[src/gfx_bus_pkg.sv]
/* MPU bus types, memory map and register indices,
   address region enum, memory-write packet and byte merge helper */
package gfx_bus_pkg;

  typedef logic [15:0] mpu_addr_t;   // Word address
  typedef logic [15:0] mpu_data_t;
  typedef logic [1:0]  byte_en_t;    // Active high inside the design
  typedef logic [7:0]  mem_offset_t; // Word offset within a region

  // Memory map in words
  localparam mpu_addr_t REG_BASE  = 16'h0000;
  localparam mpu_addr_t REG_LEN   = 16'd4;
  localparam mpu_addr_t PAL_BASE  = 16'h0100;
  localparam mpu_addr_t PAL_LEN   = 16'd16;
  localparam mpu_addr_t MAP_BASE  = 16'h0200;
  localparam mpu_addr_t MAP_LEN   = 16'd8;
  localparam mpu_addr_t VRAM_BASE = 16'h1000;
  localparam mpu_addr_t VRAM_LEN  = 16'd256;

  localparam mem_offset_t REG_CTRL   = 8'd0;  // Bit 0 is display enable
  localparam mem_offset_t REG_STATUS = 8'd1;  // Read only
  localparam mem_offset_t REG_FRAMES = 8'd2;  // Read only

  typedef enum logic [2:0] {
    REGION_NONE,
    REGION_REGS,
    REGION_PAL,
    REGION_MAP,
    REGION_VRAM
  } region_e;

  typedef struct packed {
    logic        we;
    region_e     region;
    mem_offset_t offset;
    mpu_data_t   data;
    byte_en_t    be;
  } mem_write_t;

  // Byte lanes of new_word replace those of old_word where be is set
  function automatic mpu_data_t merge_bytes(mpu_data_t old_word, mpu_data_t new_word,
                                            byte_en_t be);
    mpu_data_t merged;
    merged = old_word;
    if (be[0]) merged[7:0] = new_word[7:0];
    if (be[1]) merged[15:8] = new_word[15:8];
    return merged;
  endfunction

endpackage

[src/gfx_video_pkg.sv]
/* Video package: raster geometry, tile and pattern geometry,
   pixel FIFO sizing, counter, pixel and colour types */
package gfx_video_pkg;

  typedef logic [5:0]  hcount_t;
  typedef logic [4:0]  vcount_t;
  typedef logic [3:0]  pix_index_t;   // Palette index
  typedef logic [3:0]  tile_index_t;  // Low bits of a tile map word
  typedef logic [15:0] rgb565_t;      // Stored palette colour
  typedef logic [17:0] rgb_t;         // 6:6:6 output colour

  // Raster, one pixel per clock
  localparam hcount_t H_ACTIVE     = 6'd32;
  localparam hcount_t H_TOTAL      = 6'd40;
  localparam hcount_t H_SYNC_START = 6'd34;
  localparam hcount_t H_SYNC_END   = 6'd36;  // Inclusive
  localparam vcount_t V_ACTIVE     = 5'd16;
  localparam vcount_t V_TOTAL      = 5'd20;
  localparam vcount_t V_SYNC_START = 5'd17;
  localparam vcount_t V_SYNC_END   = 5'd18;
  localparam vcount_t V_RESET_LINE = 5'd16;  // Blank lines to prefill the FIFO

  // Tiles of 8x8 pixels at 4 bits per pixel
  localparam int TILE_SIZE      = 8;
  localparam int MAP_COLS       = 4;
  localparam int MAP_ROWS       = 2;
  localparam int PIX_BITS       = 4;
  localparam int PIX_PER_WORD   = 4;
  localparam int WORDS_PER_ROW  = TILE_SIZE / PIX_PER_WORD;
  localparam int WORDS_PER_TILE = TILE_SIZE * WORDS_PER_ROW;
  localparam int MAP_ADDR_W     = $clog2(MAP_COLS * MAP_ROWS);

  typedef logic [MAP_ADDR_W-1:0] map_addr_t;

  localparam int FIFO_DEPTH = 8;

  typedef logic [$clog2(FIFO_DEPTH)-1:0] fifo_ptr_t;
  typedef logic [$clog2(FIFO_DEPTH):0]   fifo_level_t;  // Holds 0 to FIFO_DEPTH

endpackage

[src/gfx_top.sv]
/* Top level: MPU port, tile fetcher, pixel FIFO and scan-out */
`timescale 1ns/10ps

module gfx_top (
  input  logic                   clk,
  input  logic                   rst_n,
  input  logic                   mpu_en_n,
  input  logic                   mpu_rd_n,
  input  logic                   mpu_wr_n,
  input  logic [1:0]             mpu_be_n,
  input  gfx_bus_pkg::mpu_addr_t mpu_addr,
  input  gfx_bus_pkg::mpu_data_t mpu_data_in,
  output gfx_bus_pkg::mpu_data_t mpu_data_out,
  output logic                   vga_hsync,
  output logic                   vga_vsync,
  output gfx_video_pkg::rgb_t    vga_rgb
);

  gfx_bus_pkg::mem_write_t    mem_wr;       // To all memories
  logic                       display_en;
  logic                       frame_start;
  logic                       underrun;
  logic                       push;
  gfx_video_pkg::pix_index_t  push_data;
  gfx_video_pkg::fifo_level_t fifo_level;
  logic                       pop;
  gfx_video_pkg::pix_index_t  pop_data;
  logic                       empty;

  mpu_port mpu_port_i (
    .clk          (clk),
    .rst_n        (rst_n),
    .mpu_en_n     (mpu_en_n),
    .mpu_rd_n     (mpu_rd_n),
    .mpu_wr_n     (mpu_wr_n),
    .mpu_be_n     (mpu_be_n),
    .mpu_addr     (mpu_addr),
    .mpu_data_in  (mpu_data_in),
    .mpu_data_out (mpu_data_out),
    .mem_wr       (mem_wr),
    .display_en   (display_en),
    .frame_start  (frame_start),
    .underrun     (underrun)
  );

  // Producer side
  tile_fetcher tile_fetcher_i (
    .clk        (clk),
    .rst_n      (rst_n),
    .mem_wr     (mem_wr),
    .push       (push),
    .push_data  (push_data),
    .fifo_level (fifo_level)
  );

  pixel_fifo pixel_fifo_i (
    .clk       (clk),
    .rst_n     (rst_n),
    .push      (push),
    .push_data (push_data),
    .pop       (pop),
    .pop_data  (pop_data),
    .empty     (empty),
    .level     (fifo_level)
  );

  // Consumer side
  scan_out scan_out_i (
    .clk         (clk),
    .rst_n       (rst_n),
    .mem_wr      (mem_wr),
    .display_en  (display_en),
    .pop_data    (pop_data),
    .empty       (empty),
    .pop         (pop),
    .frame_start (frame_start),
    .underrun    (underrun),
    .vga_hsync   (vga_hsync),
    .vga_vsync   (vga_vsync),
    .vga_rgb     (vga_rgb)
  );

endmodule

[src/mpu_port.sv]
/* MPU port: address region decode, registered memory-write packet,
   ctrl/status/frames registers and the register read mux */
`timescale 1ns/10ps

module mpu_port (
  input  logic                    clk,
  input  logic                    rst_n,
  input  logic                    mpu_en_n,
  input  logic                    mpu_rd_n,
  input  logic                    mpu_wr_n,
  input  logic [1:0]              mpu_be_n,
  input  gfx_bus_pkg::mpu_addr_t  mpu_addr,
  input  gfx_bus_pkg::mpu_data_t  mpu_data_in,
  output gfx_bus_pkg::mpu_data_t  mpu_data_out,
  output gfx_bus_pkg::mem_write_t mem_wr,
  output logic                    display_en,
  input  logic                    frame_start,
  input  logic                    underrun
);

  gfx_bus_pkg::region_e     region;
  gfx_bus_pkg::mpu_addr_t   rel_addr;     // Address minus region base
  gfx_bus_pkg::mem_offset_t offset;
  gfx_bus_pkg::mem_write_t  next_wr;
  gfx_bus_pkg::mem_write_t  wr_payload;
  logic                     wr_valid;
  logic                     reg_we;
  gfx_bus_pkg::mpu_data_t   ctrl;
  logic                     underrun_seen;
  gfx_bus_pkg::mpu_data_t   frames;

  // Wrapping subtract makes one compare cover both bounds
  function automatic logic in_region(gfx_bus_pkg::mpu_addr_t addr,
                                     gfx_bus_pkg::mpu_addr_t base,
                                     gfx_bus_pkg::mpu_addr_t len);
    return (addr - base) < len;
  endfunction

  always_comb begin
    region   = gfx_bus_pkg::REGION_NONE;
    rel_addr = mpu_addr;
    if (in_region(mpu_addr, gfx_bus_pkg::REG_BASE, gfx_bus_pkg::REG_LEN)) begin
      region   = gfx_bus_pkg::REGION_REGS;
      rel_addr = mpu_addr - gfx_bus_pkg::REG_BASE;
    end else if (in_region(mpu_addr, gfx_bus_pkg::PAL_BASE, gfx_bus_pkg::PAL_LEN)) begin
      region   = gfx_bus_pkg::REGION_PAL;
      rel_addr = mpu_addr - gfx_bus_pkg::PAL_BASE;
    end else if (in_region(mpu_addr, gfx_bus_pkg::MAP_BASE, gfx_bus_pkg::MAP_LEN)) begin
      region   = gfx_bus_pkg::REGION_MAP;
      rel_addr = mpu_addr - gfx_bus_pkg::MAP_BASE;
    end else if (in_region(mpu_addr, gfx_bus_pkg::VRAM_BASE, gfx_bus_pkg::VRAM_LEN)) begin
      region   = gfx_bus_pkg::REGION_VRAM;
      rel_addr = mpu_addr - gfx_bus_pkg::VRAM_BASE;
    end
  end

  assign offset = gfx_bus_pkg::mem_offset_t'(rel_addr);

  always_comb begin
    next_wr.we     = !mpu_en_n && !mpu_wr_n && (region != gfx_bus_pkg::REGION_NONE);
    next_wr.region = region;
    next_wr.offset = offset;
    next_wr.data   = mpu_data_in;
    next_wr.be     = ~mpu_be_n;  // Strobes go active high here
  end

  always_ff @(posedge clk or negedge rst_n) begin
    if (!rst_n) begin
      wr_valid <= 1'b0;
    end else begin
      wr_valid <= next_wr.we;
    end
  end

  always_ff @(posedge clk) begin
    wr_payload <= next_wr;
  end

  always_comb begin
    mem_wr    = wr_payload;
    mem_wr.we = wr_valid;
  end

  // Registers take the packet one edge after the bus is sampled
  assign reg_we = mem_wr.we && (mem_wr.region == gfx_bus_pkg::REGION_REGS);

  always_ff @(posedge clk or negedge rst_n) begin
    if (!rst_n) begin
      ctrl          <= '0;
      underrun_seen <= 1'b0;
      frames        <= '0;
    end else begin
      if (reg_we && mem_wr.offset == gfx_bus_pkg::REG_CTRL)
        ctrl <= gfx_bus_pkg::merge_bytes(ctrl, mem_wr.data, mem_wr.be);
      if (underrun)
        underrun_seen <= 1'b1;       // Sticky until reset
      if (frame_start)
        frames <= frames + 1'b1;     // Wraps
    end
  end

  assign display_en = ctrl[0];

  always_comb begin
    mpu_data_out = '0;
    if (!mpu_en_n && !mpu_rd_n && region == gfx_bus_pkg::REGION_REGS) begin
      case (offset)
        gfx_bus_pkg::REG_CTRL:   mpu_data_out = ctrl;
        gfx_bus_pkg::REG_STATUS: mpu_data_out = {15'd0, underrun_seen};
        gfx_bus_pkg::REG_FRAMES: mpu_data_out = frames;
        default:                 mpu_data_out = '0;
      endcase
    end
  end

endmodule

[src/pixel_fifo.sv]
/* First-word-fall-through FIFO of palette indices with level count */
`timescale 1ns/10ps

module pixel_fifo (
  input  logic                       clk,
  input  logic                       rst_n,
  input  logic                       push,
  input  gfx_video_pkg::pix_index_t  push_data,
  input  logic                       pop,
  output gfx_video_pkg::pix_index_t  pop_data,
  output logic                       empty,
  output gfx_video_pkg::fifo_level_t level
);

  gfx_video_pkg::pix_index_t fifo_mem [gfx_video_pkg::FIFO_DEPTH];
  gfx_video_pkg::fifo_ptr_t  wr_ptr;
  gfx_video_pkg::fifo_ptr_t  rd_ptr;
  logic                      do_pop;

  assign empty    = (level == '0);
  assign do_pop   = pop && !empty;  // Pop of an empty FIFO is dropped
  assign pop_data = fifo_mem[rd_ptr];  // Head shows without a pop

  always_ff @(posedge clk) begin
    if (push)
      fifo_mem[wr_ptr] <= push_data;
  end

  // Pointers wrap on their own, depth is a power of two
  always_ff @(posedge clk or negedge rst_n) begin
    if (!rst_n) begin
      wr_ptr <= '0;
      rd_ptr <= '0;
      level  <= '0;
    end else begin
      if (push)
        wr_ptr <= wr_ptr + 1'b1;
      if (do_pop)
        rd_ptr <= rd_ptr + 1'b1;
      case ({push, do_pop})
        2'b10:   level <= level + 1'b1;
        2'b01:   level <= level - 1'b1;
        default: level <= level;
      endcase
    end
  end

endmodule

[src/scan_out.sv]
/* Scan-out: raster counters, sync decode, palette RAM,
   registered 6:6:6 RGB output, frame start and underrun pulses */
`timescale 1ns/10ps

module scan_out (
  input  logic                      clk,
  input  logic                      rst_n,
  input  gfx_bus_pkg::mem_write_t   mem_wr,
  input  logic                      display_en,
  input  gfx_video_pkg::pix_index_t pop_data,
  input  logic                      empty,
  output logic                      pop,
  output logic                      frame_start,
  output logic                      underrun,
  output logic                      vga_hsync,
  output logic                      vga_vsync,
  output gfx_video_pkg::rgb_t       vga_rgb
);

  gfx_video_pkg::rgb565_t    pal_ram [gfx_bus_pkg::PAL_LEN];
  gfx_video_pkg::pix_index_t pal_wr_addr;
  gfx_video_pkg::hcount_t    h;
  gfx_video_pkg::vcount_t    v;
  logic                      visible;
  logic                      hsync_zone;
  logic                      vsync_zone;
  gfx_video_pkg::rgb565_t    pal_colour;
  gfx_video_pkg::rgb_t       pix_rgb;

  assign pal_wr_addr = gfx_video_pkg::pix_index_t'(mem_wr.offset);

  always_ff @(posedge clk) begin
    if (mem_wr.we && mem_wr.region == gfx_bus_pkg::REGION_PAL)
      pal_ram[pal_wr_addr] <= gfx_bus_pkg::merge_bytes(pal_ram[pal_wr_addr],
                                                       mem_wr.data, mem_wr.be);
  end

  // Start in vertical blank so the fetcher can fill the FIFO
  always_ff @(posedge clk or negedge rst_n) begin
    if (!rst_n) begin
      h <= '0;
      v <= gfx_video_pkg::V_RESET_LINE;
    end else if (h == gfx_video_pkg::H_TOTAL - 1'b1) begin
      h <= '0;
      v <= (v == gfx_video_pkg::V_TOTAL - 1'b1) ? '0 : v + 1'b1;
    end else begin
      h <= h + 1'b1;
    end
  end

  assign visible    = (h < gfx_video_pkg::H_ACTIVE) && (v < gfx_video_pkg::V_ACTIVE);
  assign hsync_zone = (h >= gfx_video_pkg::H_SYNC_START) && (h <= gfx_video_pkg::H_SYNC_END);
  assign vsync_zone = (v >= gfx_video_pkg::V_SYNC_START) && (v <= gfx_video_pkg::V_SYNC_END);

  assign pop         = visible;          // One pixel per visible clock
  assign underrun    = visible && empty;
  assign frame_start = (h == '0) && (v == gfx_video_pkg::V_SYNC_START);

  assign pal_colour = pal_ram[pop_data];

  // RGB565 to 6:6:6, red and blue get their MSB repeated below the LSB
  assign pix_rgb = {pal_colour[15:11], pal_colour[15],
                    pal_colour[10:5],
                    pal_colour[4:0], pal_colour[4]};

  // Outputs lag the counters by one clock
  always_ff @(posedge clk or negedge rst_n) begin
    if (!rst_n) begin
      vga_hsync <= 1'b1;
      vga_vsync <= 1'b1;
      vga_rgb   <= '0;
    end else begin
      vga_hsync <= !hsync_zone;  // Active low
      vga_vsync <= !vsync_zone;
      vga_rgb   <= (display_en && visible && !empty) ? pix_rgb : '0;
    end
  end

endmodule

[src/tile_fetcher.sv]
/* Tile fetcher: tile map and pattern RAMs, raster-order position walk
   and the two-stage map/pattern pipeline that feeds the pixel FIFO */
`timescale 1ns/10ps

module tile_fetcher (
  input  logic                       clk,
  input  logic                       rst_n,
  input  gfx_bus_pkg::mem_write_t    mem_wr,
  output logic                       push,
  output gfx_video_pkg::pix_index_t  push_data,
  input  gfx_video_pkg::fifo_level_t fifo_level
);

  gfx_bus_pkg::mpu_data_t map_ram [gfx_bus_pkg::MAP_LEN];
  gfx_bus_pkg::mpu_data_t pat_ram [gfx_bus_pkg::VRAM_LEN];

  gfx_video_pkg::map_addr_t   map_wr_addr;
  gfx_video_pkg::hcount_t     fx;         // Next position to issue
  gfx_video_pkg::vcount_t     fy;
  gfx_video_pkg::fifo_level_t occupancy;
  logic                       issue;
  gfx_video_pkg::map_addr_t   map_addr;

  logic                       s1_valid;
  gfx_video_pkg::tile_index_t s1_tile;
  gfx_video_pkg::hcount_t     s1_x;
  gfx_video_pkg::vcount_t     s1_y;
  gfx_bus_pkg::mem_offset_t   pat_addr;
  gfx_bus_pkg::mpu_data_t     pat_word;

  logic                       s2_valid;
  gfx_video_pkg::pix_index_t  s2_pix;

  assign map_wr_addr = gfx_video_pkg::map_addr_t'(mem_wr.offset);

  always_ff @(posedge clk) begin
    if (mem_wr.we && mem_wr.region == gfx_bus_pkg::REGION_MAP)
      map_ram[map_wr_addr] <= gfx_bus_pkg::merge_bytes(map_ram[map_wr_addr],
                                                       mem_wr.data, mem_wr.be);
    if (mem_wr.we && mem_wr.region == gfx_bus_pkg::REGION_VRAM)
      pat_ram[mem_wr.offset] <= gfx_bus_pkg::merge_bytes(pat_ram[mem_wr.offset],
                                                         mem_wr.data, mem_wr.be);
  end

  // FIFO level plus pixels still in the pipeline
  assign occupancy = fifo_level + gfx_video_pkg::fifo_level_t'(s1_valid)
                   + gfx_video_pkg::fifo_level_t'(s2_valid);
  assign issue     = occupancy < gfx_video_pkg::FIFO_DEPTH;

  // Visible area only, wraps to (0, 0) after the last pixel
  always_ff @(posedge clk or negedge rst_n) begin
    if (!rst_n) begin
      fx <= '0;
      fy <= '0;
    end else if (issue) begin
      if (fx == gfx_video_pkg::H_ACTIVE - 1'b1) begin
        fx <= '0;
        fy <= (fy == gfx_video_pkg::V_ACTIVE - 1'b1) ? '0 : fy + 1'b1;
      end else begin
        fx <= fx + 1'b1;
      end
    end
  end

  assign map_addr = gfx_video_pkg::map_addr_t'((fy / gfx_video_pkg::TILE_SIZE)
                  * gfx_video_pkg::MAP_COLS + fx / gfx_video_pkg::TILE_SIZE);

  // Word holding the pixel within the tile's pattern block
  assign pat_addr = gfx_bus_pkg::mem_offset_t'(s1_tile * gfx_video_pkg::WORDS_PER_TILE
                  + (s1_y % gfx_video_pkg::TILE_SIZE) * gfx_video_pkg::WORDS_PER_ROW
                  + (s1_x % gfx_video_pkg::TILE_SIZE) / gfx_video_pkg::PIX_PER_WORD);
  assign pat_word = pat_ram[pat_addr];

  always_ff @(posedge clk or negedge rst_n) begin
    if (!rst_n) begin
      s1_valid <= 1'b0;
      s2_valid <= 1'b0;
    end else begin
      s1_valid <= issue;
      s2_valid <= s1_valid;
    end
  end

  always_ff @(posedge clk) begin
    s1_tile <= gfx_video_pkg::tile_index_t'(map_ram[map_addr]);  // Stage 1 map read
    s1_x    <= fx;
    s1_y    <= fy;
    s2_pix  <= pat_word[gfx_video_pkg::PIX_BITS * (s1_x % gfx_video_pkg::PIX_PER_WORD)
                        +: gfx_video_pkg::PIX_BITS];               // Stage 2 nibble
  end

  assign push      = s2_valid;
  assign push_data = s2_pix;

endmodule
[config.mk]
export PLATFORM = sky130hd
export DESIGN_NAME = gfx_top
export DESIGN_NICKNAME = d
export VERILOG_FILES = /design/src/gfx_bus_pkg.sv /design/src/gfx_video_pkg.sv /design/src/gfx_top.sv /design/src/mpu_port.sv /design/src/pixel_fifo.sv /design/src/scan_out.sv /design/src/tile_fetcher.sv
export SDC_FILE = /design/constraint.sdc
export NUM_CORES = 2
export LEC_CHECK = 0
export BUFFER_PORTS_ARGS = -buffer_cell sky130_fd_sc_hd__buf_4
export CORE_UTILIZATION = 42
export DETAILED_ROUTE_END_ITERATION = 8
export GPL_ROUTABILITY_DRIVEN = 0
export GPL_TIMING_DRIVEN = 0
export PLACE_DENSITY = 0.61
export REMOVE_ABC_BUFFERS = 1
export SETUP_SLACK_MARGIN = 0.4
export SYNTH_ARGS = -nofsm -noshare
export SYNTH_HDL_FRONTEND = slang
export SYNTH_MEMORY_MAX_BITS = 65536
export SYNTH_SLANG_ARGS = --single-unit
[constraint.sdc]
create_clock -name clk -period 6.6 [get_ports clk]
set_input_delay 0.99 -clock clk [delete_from_list [all_inputs] [get_ports clk]]
set_output_delay 0.99 -clock clk [all_outputs]
set_load 0.05 [all_outputs]
==> results.cfg <==
[routing]
wire_per_inst_um = 30.6
ant_nets = 0
firstDrtPassIters = 7
viasPerCell = 5.93
drt-total-wl_um = 461000
drt_iter0_markers = 10500
drc = 0
vias = 89248

[cells_and_area]
area_delta_synth_final_pct = 13.8
fillers = 33848
postLayoutCoreUtil_pct = 48.0
multi_input_comb_area_um2 = 38700
seq_area_um2 = 136000
final_area_um2 = 202000
drive_above_1_share_pct = 21.2
fin_nets = 9094

[clock_network]
cts_max_level = 5
tritoncts = yes
clk_pin_slew_ns = 0.06
clock_latency_ns = 1.00
numCtsBuffers = 444
root_buffer = clkbuf_16
cts_sinks = 4545
hold_buffers = 0
ctsLongestPathBuffers = 4

[setup_path]
critPathMaxFanout = 49
end_kind = flip-flop
arrival_ns = 6.91
worstPathRequired_ns = 7.44
r2r-start = tile_fetcher_i.s1_y[0]$_DFF_P_
rrSetupSlack_ns = 0.53
startpoint = tile_fetcher_i.s1_y[0]$_DFF_P_
r2r_cells = 14
cp-start-kind = flip-flop
r2r-end = tile_fetcher_i.push_data[3]$_DFF_P_
critPathKind = reg -> reg

[global_route]
grt_pass1_wl_um = 657000
grt_use_met3_pct = 3.46
met1_usage_pct = 29.4
grt_pass1_vias = 89221
overflow = 0
grt_max_degree = 93
busiest_layer = met2
track_usage_pct = 21.3
antenna_found_initial = 12
use_met2_pct = 34.5

[job]
cap_violations = 0

[yosys]
ys_ff_latch = 4545
synth_top_family_by_area = multiplexers
synth_xor_area_share_pct = 0.183
yosys_warnings = 0
synth_area_leader_cell = edfxtp_1
synthAdderAreaFrac_pct = 0.124
synth-compound-area-share_pct = 3.70
synth_edf_count = 4416
synth.most_common_cell = edfxtp_1
synth.distinct_cells = 84
ys_top_cells_by_count = edfxtp_1 (4,416), mux4_2 (873), nor2_1 (671)
yosysSeqAreaShare_pct = 76.6
synth_flop_cell = edfxtp_1
syn_inst = 8857
synth_area_leaders = edfxtp_1 (75%), mux4_2 (11%), mux2i_1 (2.8%), nor2_1 (1.4%), dfrtp_1 (1.2%)
synth_top_area_share_pct = 74.9
synth_area_um2 = 177000
synthArstFlopShare_pct = 1.89
muxShareOfSynthArea_pct = 14.2
synthSimpleGateAreaFrac_pct = 3.37
postSynthAreaPerCell_um2 = 20.0

[sta]
finClkSkew_ns = 0.0452
fin_ws_ns = 0.529
whs_ns = 0.106
period_share_pct = 92.0
hold_violations = 0
slew_headroom_pct = 5.06
fmax_mhz = 165
fin_crit_ns = 6.07
final-max-slew-violation-count = 0
rsz0062_at_grt = no
tightest_slew_ns = 1.41
setup_viol = 0

[floorplanning]
rows = 238
core_region_area_um2 = 420000
dieWidth_um = 651
initial_core_util_pct = 42.2
chipHeight_um = 651
ios = 75
die-area_um2 = 424000

[hold_path]
holdPathStages = 1
holdCritStartpoint = mpu_data_in[15]
holdPathEnd = mpu_port_i.mem_wr[17]$_DFF_P_
hold_class = in -> reg

[power_and_ir_drop]
irDropWorstVdd_mv = 0.219
cellPowerDensity_nw_per_um2 = 287
p_leak_nw = 66.4

[outcome]
status = completed

[placement]
dp_hpwl_um = 288000
preCtsSetupSlack_ns = -1.28
placed_cell_area_um2 = 187000
io_buffers = 74
report_power, final:
| part | internal [mW] | switching [mW] |
|---|---|---|
| Sequential | 31.6 | 0.108 |
| Clock | 14.8 | 10.8 |
| Combinational | 0.112 | 0.462 |
through the flow:
stage / setup TNS (ns) / total power [mW] / instances
2_1_floorplan: -185.75 / 32.6 / 8307
3_3_place_gp: - / 33.0 / 14021
3_5_place_dp: -2.47 / 32.9 / 14226
4_1_cts: 0 / 58.2 / 15051
5_1_grt: 0 / 59.3 / 15055
6_report: 0 / 58.0 / 15059
worst max-delay path, stage by stage, from the launching register on:
cell and delay [ns]:
dfxtp_4 0.71, buf_12 0.31, buf_16 0.29, buf_16 0.31, buf_16 0.31, buf_16 0.27, buf_16 0.28, mux4_2 0.24
o31a_1 0.19, o2bb2ai_1 0.15, a22oi_1 0.52, nor4_4 0.14, nor3_1 1.12, a22oi_2 0.40, nand4_1 0.42
repair_timing:
action	4_1_cts	5_1_grt
setup endpoints to repair	4	4
buffers inserted	3	0
resized for setup	16	5
gates cloned	0	2
pin swaps	4	5
flip-flops by register name (all words and copies together), names as in the netlist, 5 cells and up:
| signal | cells |
|---|---|
| mpu_port_i.frames | 16 |
| tile_fetcher_i.fx | 6 |
| mpu_port_i.mem_wr | 29 |
| scan_out_i.h | 6 |
| tile_fetcher_i.map_ram | 32 |
| scan_out_i.pal_ram | 256 |
| tile_fetcher_i.pat_ram | 4096 |
| scan_out_i.v | 5 |
| scan_out_i.vga_rgb | 16 |
| pixel_fifo_i.fifo_mem | 32 |
| tile_fetcher_i.fy | 5 |
| mpu_port_i.ctrl | 16 |
cells by family after synthesis:
logic type               Yosys count
multiplexers                    1412
AO/OA/AOI/OAI                    925
flip-flops                      4545
AND/OR/NAND/NOR                 1355
adder cells (fa/ha/maj)           17
buffers and inverters            566
XOR/XNOR                          37
area by class of cell:
class | instances | area share, %
inverter | 16 | 0.0397
antenna | 5 | 0.00621
tap | 5640 | 3.50
timing repair buffer | 285 | 2.67
clock inverter | 276 | 1.37
clock buffer | 546 | 5.90
multi-input combinational | 3746 | 19.2
sequential | 4545 | 67.3
how the worst max path moves through the flow:
stage	endpoint	depth (start not counted)
after floorplan	tile_fetcher_i.push_data[0]$_DFF_P_	8
final	tile_fetcher_i.push_data[3]$_DFF_P_	14
after global routing	tile_fetcher_i.push_data[3]$_DFF_P_	15
after detailed placement	tile_fetcher_i.push_data[3]$_DFF_P_	15
after CTS	tile_fetcher_i.push_data[3]$_DFF_P_	15
after global placement	tile_fetcher_i.push_data[1]$_DFF_P_	8
cell usage in the layout (no fill, tap or decap), types with 28 or more instances in the layout:
master	netlist	routed
a211oi_1	127	125
a21oi_1	156	156
a221oi_1	29	28
a22oi_1	83	82
a311oi_1	35	35
a31oi_1	35	35
and2_1	73	72
buf_12	5	59
buf_16	0	120
buf_4	47	81
bufinv_16	0	52
clkbuf_1	272	80
clkbuf_16	0	462
clkinv_1	0	85
clkinv_2	0	102
dfrtp_1	83	83
edfxtp_1	4416	4416
mux2_2	45	44
mux2i_1	493	489
mux4_2	873	873
nand2_1	295	253
nand2_2	0	41
nand3_1	49	43
nor2_1	671	665
nor3_1	81	74
nor4_1	44	36
o21ai_0	84	83
o221ai_1	154	154
o22ai_1	104	104
metal layers:
layer / vias up / share of wire, % / wire (um)
li1: 36936 / - / -
met5: - / 0.0030 / 14
met4: 2 / 3.7 / 17200
met1: 47575 / 40 / 187000
met3: 774 / 7.7 / 35500
met2: 3961 / 48 / 222000
(Power assumes the default switching activity.)
